`src/hdl/gmac_config.svh`:
```
/*
 * Build-time sizes for the MAC client datapath
 * Word width, bytes per word, side-band width, queue depth
 */

`ifndef GMAC_CONFIG_SVH
`define GMAC_CONFIG_SVH

// Client word layout
`define GMAC_WORD_W          64
`define GMAC_BYTES_PER_WORD  8
`define GMAC_AUX_W           8

// Entries per queue, power of two
`define GMAC_FIFO_DEPTH      16

`endif
```
`src/hdl/gmac_pkg.sv`:
```
/*
 * Shared types for the MAC client datapath
 * Word, side-band, byte and index types, side-band bit positions, FSM states
 */

`include "gmac_config.svh"

package gmac_pkg;

  typedef logic [`GMAC_WORD_W-1:0]                  word_t;      // Byte 0 in the low bits
  typedef logic [`GMAC_AUX_W-1:0]                   aux_t;
  typedef logic [7:0]                               byte_t;
  typedef logic [$clog2(`GMAC_BYTES_PER_WORD)-1:0]  byte_idx_t;

  localparam int BYTE_W = $bits(byte_t);

  // Side-band byte, low bits hold the last-byte index
  localparam int AUX_END_BIT  = 6;
  localparam int AUX_GOOD_BIT = 5;
  localparam int AUX_BAD_BIT  = 4;

  typedef enum logic {COLLECT, HOLD} rx_state_t;

  typedef enum logic [1:0] {IDLE, WAIT_ACK, SEND} tx_state_t;

endpackage

```
`src/hdl/word_stream_if.sv`:
```
/*
 * Word stream with side-band byte and valid/ready handshake
 */

`timescale 1ns/10ps

interface word_stream_if import gmac_pkg::*; ();

  word_t data;
  aux_t  aux;
  logic  val;
  logic  rdy;     // Entry moves when val and rdy are both high

  modport producer (
    output data, aux, val,
    input  rdy
  );

  modport consumer (
    input  data, aux, val,
    output rdy
  );

endinterface

```
`src/hdl/gmac_client_top.sv`:
```
/*
 * MAC client datapath top
 * Receive packer and queue, transmit queue and serializer
 */

`timescale 1ns/10ps

module gmac_client_top import gmac_pkg::*; (
  input  logic  clkin,
  input  logic  rst,

  // MAC receive
  input  byte_t rx_data,
  input  logic  rx_dv,
  input  logic  rx_good,
  input  logic  rx_bad,

  // Client receive queue
  output word_t rxq_bits,
  output aux_t  rxq_aux_bits,
  output logic  rxq_val,
  input  logic  rxq_rdy,

  // Client transmit queue
  input  word_t txq_bits,
  input  aux_t  txq_aux_bits,
  input  logic  txq_val,
  output logic  txq_rdy,

  // MAC transmit
  output byte_t tx_data,
  output logic  tx_valid,
  input  logic  tx_ack,

  output logic  rx_overflow
);

  word_stream_if rx_wr ();
  word_stream_if rxq_if ();   // Receive queue to client pins
  word_stream_if txq_if ();   // Client pins to transmit queue
  word_stream_if tx_rd ();

  // Receive path --------------------
  rx_word_packer u_rx_pack (.clkin(clkin), .rst(rst), .rx_data(rx_data), .rx_dv(rx_dv),
                            .rx_good(rx_good), .rx_bad(rx_bad), .wr(rx_wr.producer),
                            .rx_overflow(rx_overflow));

  word_fifo u_rxq (.clkin(clkin), .rst(rst), .wr(rx_wr.consumer), .rd(rxq_if.producer));

  assign rxq_bits     = rxq_if.data;
  assign rxq_aux_bits = rxq_if.aux;
  assign rxq_val      = rxq_if.val;
  assign rxq_if.rdy   = rxq_rdy;

  // Transmit path --------------------
  assign txq_if.data = txq_bits;
  assign txq_if.aux  = txq_aux_bits;
  assign txq_if.val  = txq_val;
  assign txq_rdy     = txq_if.rdy;

  word_fifo u_txq (.clkin(clkin), .rst(rst), .wr(txq_if.consumer), .rd(tx_rd.producer));

  tx_byte_serializer u_tx_ser (.clkin(clkin), .rst(rst), .rd(tx_rd.consumer),
                               .tx_data(tx_data), .tx_valid(tx_valid), .tx_ack(tx_ack));

endmodule

```
`src/hdl/tx_byte_serializer.sv`:
```
/*
 * Transmit word serializer
 * Sends queued words to the MAC one byte per cycle, first byte waits for ack
 */

`timescale 1ns/10ps

module tx_byte_serializer import gmac_pkg::*; (
  input logic             clkin,
  input logic             rst,
  word_stream_if.consumer rd,
  output byte_t           tx_data,
  output logic            tx_valid,
  input logic             tx_ack
);

  localparam int IDX_W = $bits(byte_idx_t);

  tx_state_t state;
  tx_state_t state_nx;
  byte_idx_t idx;
  byte_idx_t idx_nx;
  logic      last_byte;
  logic      frame_end;
  logic      advance;

  assign last_byte = (idx == rd.aux[IDX_W-1:0]);
  assign frame_end = rd.aux[AUX_END_BIT];

  // Outside SEND the byte only moves on the MAC acknowledge
  assign advance = rd.val && ((state == SEND) || tx_ack);

  assign tx_valid = rd.val;                          // Drops on underrun
  assign tx_data  = rd.data[idx*BYTE_W +: BYTE_W];
  assign rd.rdy   = advance && last_byte;            // Pop after the last byte

  // Next state --------------------
  always_comb
  begin
    state_nx = state;
    idx_nx   = idx;
    if (!rd.val)
    begin
      state_nx = IDLE;
      idx_nx   = '0;
    end
    else if (advance)
    begin
      if (last_byte)
      begin
        idx_nx   = '0;
        state_nx = frame_end ? IDLE : SEND;    // Next frame needs a fresh ack
      end
      else
      begin
        idx_nx   = idx + 1'b1;
        state_nx = SEND;
      end
    end
    else if (state == IDLE)
      state_nx = WAIT_ACK;                     // Byte 0 presented, hold it
  end

  always_ff @(posedge clkin or posedge rst)
  begin
    if (rst)
    begin
      state <= IDLE;
      idx   <= '0;
    end
    else
    begin
      state <= state_nx;
      idx   <= idx_nx;
    end
  end

endmodule

```
`src/hdl/rx_word_packer.sv`:
```
/*
 * Receive byte packer
 * Collects MAC bytes into words, tags frame end and status, flags overflow
 */

`timescale 1ns/10ps

module rx_word_packer import gmac_pkg::*; (
  input logic             clkin,
  input logic             rst,
  input byte_t            rx_data,
  input logic             rx_dv,
  input logic             rx_good,
  input logic             rx_bad,
  word_stream_if.producer wr,
  output logic            rx_overflow
);

  localparam byte_idx_t IDX_LAST = '1;
  localparam aux_t      FULL_AUX = aux_t'(IDX_LAST);    // Mid-frame word, all bytes valid

  rx_state_t state;
  byte_idx_t idx;
  byte_idx_t last_idx;
  word_t     word_buf;
  word_t     out_data;
  aux_t      out_aux;
  aux_t      end_aux;
  logic      out_val;
  logic      frame_done;

  assign frame_done = rx_good | rx_bad;
  assign last_idx   = idx - 1'b1;    // idx is 0 in HOLD, so a full word gives 7

  // Side-band byte for the closing word
  always_comb
  begin
    end_aux                           = '0;
    end_aux[AUX_END_BIT]              = 1'b1;
    end_aux[AUX_GOOD_BIT]             = rx_good;
    end_aux[AUX_BAD_BIT]              = rx_bad;
    end_aux[$bits(byte_idx_t)-1:0]    = last_idx;
  end

  // Control --------------------
  always_ff @(posedge clkin or posedge rst)
  begin
    if (rst)
    begin
      state       <= COLLECT;
      idx         <= '0;
      out_val     <= 1'b0;
      rx_overflow <= 1'b0;
    end
    else
    begin
      out_val <= 1'b0;                // One write pulse per event
      if (out_val && !wr.rdy)
        rx_overflow <= 1'b1;          // Word lost, sticky until reset
      if (frame_done)
      begin
        state   <= COLLECT;
        idx     <= '0;
        out_val <= 1'b1;
      end
      else if (rx_dv)
      begin
        idx <= idx + 1'b1;
        if (state == HOLD)
        begin
          out_val <= 1'b1;            // Held word goes out, new byte starts next one
          state   <= COLLECT;
        end
        else if (idx == IDX_LAST)
          state <= HOLD;
      end
    end
  end

  // Payload --------------------
  always_ff @(posedge clkin)
  begin
    if (frame_done)
    begin
      out_data <= word_buf;
      out_aux  <= end_aux;
    end
    else if (rx_dv)
    begin
      if (state == HOLD)
      begin
        out_data <= word_buf;
        out_aux  <= FULL_AUX;
      end
      if (idx == '0)
        word_buf <= word_t'(rx_data);   // Fresh word, upper bytes zero
      else
        word_buf[idx*BYTE_W +: BYTE_W] <= rx_data;
    end
  end

  assign wr.data = out_data;
  assign wr.aux  = out_aux;
  assign wr.val  = out_val;

endmodule

```
`src/hdl/word_fifo.sv`:
```
/*
 * Synchronous first-word-fall-through queue
 * Holds word plus side-band entries, full/empty shown through rdy/val
 */

`timescale 1ns/10ps

`include "gmac_config.svh"

module word_fifo import gmac_pkg::*; #(
  parameter int DEPTH = `GMAC_FIFO_DEPTH
) (
  input logic             clkin,
  input logic             rst,
  word_stream_if.consumer wr,
  word_stream_if.producer rd
);

  localparam int AW = $clog2(DEPTH);
  localparam logic [AW:0] FULL_CNT = (AW + 1)'(DEPTH);

  word_t data_mem [DEPTH];
  aux_t  aux_mem  [DEPTH];

  logic [AW-1:0] wr_ptr;
  logic [AW-1:0] rd_ptr;
  logic [AW:0]   count;
  logic          push;
  logic          pop;

  // Handshake --------------------
  assign wr.rdy = (count != FULL_CNT);    // val ignored while full
  assign rd.val = (count != '0);
  assign push   = wr.val & wr.rdy;
  assign pop    = rd.val & rd.rdy;

  // Head entry falls through to the read side
  assign rd.data = data_mem[rd_ptr];
  assign rd.aux  = aux_mem[rd_ptr];

  always_ff @(posedge clkin or posedge rst)
  begin
    if (rst)
    begin
      wr_ptr <= '0;
      rd_ptr <= '0;
      count  <= '0;
    end
    else
    begin
      if (push)
        wr_ptr <= wr_ptr + 1'b1;      // Wraps at DEPTH
      if (pop)
        rd_ptr <= rd_ptr + 1'b1;
      case ({push, pop})
        2'b10:   count <= count + 1'b1;
        2'b01:   count <= count - 1'b1;
        default: count <= count;      // Both or neither
      endcase
    end
  end

  // Storage --------------------
  always_ff @(posedge clkin)
  begin
    if (push)
    begin
      data_mem[wr_ptr] <= wr.data;
      aux_mem[wr_ptr]  <= wr.aux;
    end
  end

endmodule

```
`config.mk`:
```
export PLATFORM = sky130hd
export DESIGN_NAME = gmac_client_top
export DESIGN_NICKNAME = d
export VERILOG_FILES = /design/src/hdl/gmac_pkg.sv /design/src/hdl/word_stream_if.sv /design/src/hdl/gmac_client_top.sv /design/src/hdl/tx_byte_serializer.sv /design/src/hdl/rx_word_packer.sv /design/src/hdl/word_fifo.sv
export VERILOG_INCLUDE_DIRS = /design/src /design/src/hdl
export SDC_FILE = /design/constraint.sdc
export NUM_CORES = 2
export LEC_CHECK = 0
export BUFFER_PORTS_ARGS = -buffer_cell sky130_fd_sc_hd__buf_2
export CAP_MARGIN = 20
export CORE_MARGIN = 2
export CORE_UTILIZATION = 30
export CTS_CLUSTER_SIZE = 16
export DETAILED_ROUTE_END_ITERATION = 16
export PLACE_DENSITY = 0.53
export SETUP_SLACK_MARGIN = 0.5
export SYNTH_ARGS = -nofsm -noshare
export SYNTH_HDL_FRONTEND = slang
export SYNTH_SLANG_ARGS = --single-unit
```
`constraint.sdc`:
```
create_clock -name clkin -period 8.5 [get_ports clkin]
set_input_delay 0 -clock clkin [delete_from_list [all_inputs] [get_ports clkin]]
set_output_delay 0 -clock clkin [all_outputs]
set_load 0.02 [all_outputs]
```
==> impl_metrics.tcl <==
set metrics [dict create \
    status "finished clean" \
    drt-initial-drc-count 3892 \
    syn_area_um2 90700 \
    critPathMaxFanout 91 \
    finalCritPeriodShare_pct 61.6 \
    hold_violations 0 \
    power.switching_mw 10.4 \
    worstSetupPathType "register to primary output" \
    cp-start-kind "register" \
    max_stage_delay_ps 960 \
    dp_cells 7793 \
    synth_most_common_cell "edfxtp_1" \
    clk_pin_slew_ps 60 \
    start_util_pct 30.2 \
    ys_ff_latch 2379 \
    rows 201 \
    io_buffers 165 \
    p_leak_nw 32.3 \
    postSynthAreaPerCell_um2 24.0 \
    p_per_area_nw_per_um2 330 \
    min_path_type "input pin to register" \
    dpl.hpwl_um 112000 \
    drt_pass1_iterations 5 \
    cp_cell_sequence "buf_12 > buf_12 > mux4_2 > mux4_2 > o211ai_1 > o211ai_1 > buf_2" \
    grt_max_degree 145 \
    netlist_top_cells_count "edfxtp_1 (2341), mux4_2 (675), clkbuf_1 (110), nand2_1 (101), a21oi_1 (53)" \
    rsz0062_at_grt "false" \
    final_antenna_net_count 0 \
    ir_worst_vdd_mv 0.253 \
    grt_pass1_wl_um 312000 \
    gp_congestion 0.700 \
    fmax_mhz 191 \
    required_ps 8500 \
    layout.cells.non_filler 8309 \
    setup_viol 0 \
    overflow 0 \
    yosys_most_used_dff "edfxtp_1" \
    fin_skew_ps 79.2 \
    crit_slowest_cell "dfrtp_4" \
    grt_pass1_vias 42600 \
    viasPerCell 4.91 \
    synth-seq-area-share_pct 78.5 \
    synth_cells 3774 \
    cts_buffer_depth 4 \
    yosysTopAreaCell "edfxtp_1" \
    htreeDepth 4 \
    cts_buffers 232 \
    power.share.clock_pct 28.3 \
    antenna_found_initial 38 \
    swShare_pct 30.2 \
    netlist_top_cells_area "edfxtp_1 (77%), mux4_2 (17%), dfrtp_1 (1.0%)" \
    area_growth_pct 15.4 \
    slew_headroom_pct 29.8 \
    cts_tree "done" \
    design.die.area_um2 307000 \
    internal_power_mw 24.1 \
    seqPwrFrac_pct 43.5 \
    finalMaxSlewViolations 0 \
    grt.total_usage_pct 14.0 \
    cts_sinks 2379 \
    io_pins 172 \
    post-cts-setup-buffer-count 0 \
    via_count 40800 \
    core_um2 300000 \
    ys_types 52 \
    layout-drive-gt1-share_pct 29.9 \
    cp.arrival_ps 5230 \
    yosysWarnings 0 \
    async_flop_share_pct 1.56 \
    post-route-util_pct 34.9 \
    drt_wl_total_um 219000 \
    synth_top_area_share_pct 77.5 \
    nNetsFinal 4283 \
    worstSkewPairLatency_ps 880 \
    drc 0 \
    synth_edf_count 2341 \
    power_frac_comb_pct 28.2 \
    root_buffer "clkbuf_16" \
    wire_per_inst_um 26.3 \
    dieWidth_um 554 \
    die_y_um 554 \
    maxCapViolations 0 \
    worstMarginPinSlew_ps 1050 \
    cp-end-kind "primary output" \
    min_period_ps 5230 \
    setup_tns_ps 0 \
]
-- power groups by stage --
stage | Clock [mW] | Sequential, mW | Combinational [mW]
after floorplan | 0 | 14.9 | 6.93
after global placement | 0 | 15.3 | 9.99
after detailed placement | 0 | 15.3 | 10.0
after CTS | 10.0 | 15.1 | 10.1
after global routing | 10.5 | 15.2 | 10.4
final | 9.78 | 15.1 | 9.75
-- flip-flops by register name, indices dropped and copies added (netlist names), 5 cells and up --
register and cells:
u_rxq.data_mem 1024, u_txq.data_mem 1024, u_rx_pack.word_buf 64, u_rxq.count 5
u_txq.aux_mem 64, u_txq.count 5, u_rx_pack.wr.aux 6, u_rxq.aux_mem 96
u_rx_pack.wr.data 64
-- worst paths after layout --
kind | cells after the start | to | slack, ps | from
min in group asynchronous | 5 | u_rxq.wr_ptr[2]$_DFFE_PP0P_ | 500 | rst
max in group asynchronous | 5 | u_txq.rd_ptr[2]$_DFFE_PP0P_ | 7500 | rst
max reg2reg | 16 | u_txq.count[4]$_DFFE_PP0P_ | 3960 | u_txq.rd_ptr[2]$_DFFE_PP0P_
max | 7 | tx_data[2] | 3270 | u_txq.rd_ptr[0]$_DFFE_PP0P_
min reg2reg | 0 | u_rx_pack.wr.data[7]$_DFFE_PP_ | 420 | u_rx_pack.word_buf[7]$_DFFE_PP_
min | 2 | u_txq.data_mem[15][16]$_DFFE_PP_ | 60 | txq_bits[16]
-- cell type report --
type,count,area (µm²)
fill,27800,196000
sequential,2379,71300
multi-input combinational,1169,18600
clock buffer,289,6040
tap,3958,4950
timing repair buffer,363,2680
clock inverter,118,993
inverter,22,82.6
antenna,11,27.5
-- stage by stage --
| step | total power, mW | instance area, µm² | setup WS [ps] | hold slack (ps) |
|---|---|---|---|---|
| 2_1_floorplan | 21.9 | 90700 | 2030 | 98.9 |
| 3_3_place_gp | 25.2 | 96500 | 3760 | 203 |
| 3_5_place_dp | 25.3 | 96600 | 3940 | 200 |
| 4_1_cts | 35.2 | 105000 | 3050 | 1.03 |
| 5_1_grt | 36.1 | 105000 | 2840 | 37.7 |
| 6_report | 34.6 | 105000 | 3270 | 61.9 |
-- cells by family (layout without fill, tap and decap cells) --
family / count (synthesis) / count (layout) / share of synthesized area [%]
AO/OA/AOI/OAI: 114 / 114 / 0.810
buffers and inverters: 227 / 792 / 1.21
XOR/XNOR: 24 / 24 / 0.232
multiplexers: 734 / 734 / 17.4
other: 1 / 13 / 0.00413
flip-flops: 2379 / 2379 / 78.5
AND/OR/NAND/NOR: 267 / 267 / 1.38
adder cells (fa/ha/maj): 28 / 28 / 0.403
-- worst max-delay path: cells and delay by family (launching register included) --
| family | cells | cell delay [ps] |
|---|---|---|
| buffers and inverters | 3 | 1430 |
| multiplexers | 2 | 1060 |
| AO/OA/AOI/OAI | 2 | 690 |
| flip-flops | 1 | 960 |
-- layout by cell type, fill, tap and decap left out, types with 7 or more instances in the layout --
master	Yosys	final
a21oi_1	53	53
a22oi_1	8	8
and2_1	19	18
buf_12	4	7
buf_2	21	165
buf_4	12	92
bufinv_16	0	17
clkbuf_1	110	56
clkbuf_16	0	233
clkinv_1	0	59
clkinv_2	0	30
clkinvlp_4	0	7
dfrtp_1	37	28
dfrtp_4	0	8
diode_2	0	11
dlygate4sd3_1	0	96
edfxtp_1	2341	2341
ha_1	26	25
inv_1	22	21
mux2_2	8	8
mux2i_1	50	50
mux4_2	675	675
nand2_1	101	100
nand2b_1	9	9
nand3_1	48	48
nand3b_1	10	10
nor2_1	44	20
nor2_4	0	24
nor3_2	0	11
o211ai_1	16	16
o21ai_0	10	10
o22a_1	8	8
xnor2_1	17	17
xor2_1	7	7
-- what timing repair did --
item	in CTS	in global routing
gates resized for setup	0	0
endpoints found under the hold margin	1231	0
hold buffers	96	0
-- metal layers --
metal  vias up  global-route usage (%)  part of all wire [%]
met4        36                    3.29                   2.2
met2      1097                    22.8                    48
met1     22400                    19.4                    44
met3       338                    2.65                   5.6
met5         -                       0                  0.10
li1      16900                       -                     -
Power figures use the tool's default switching activity.
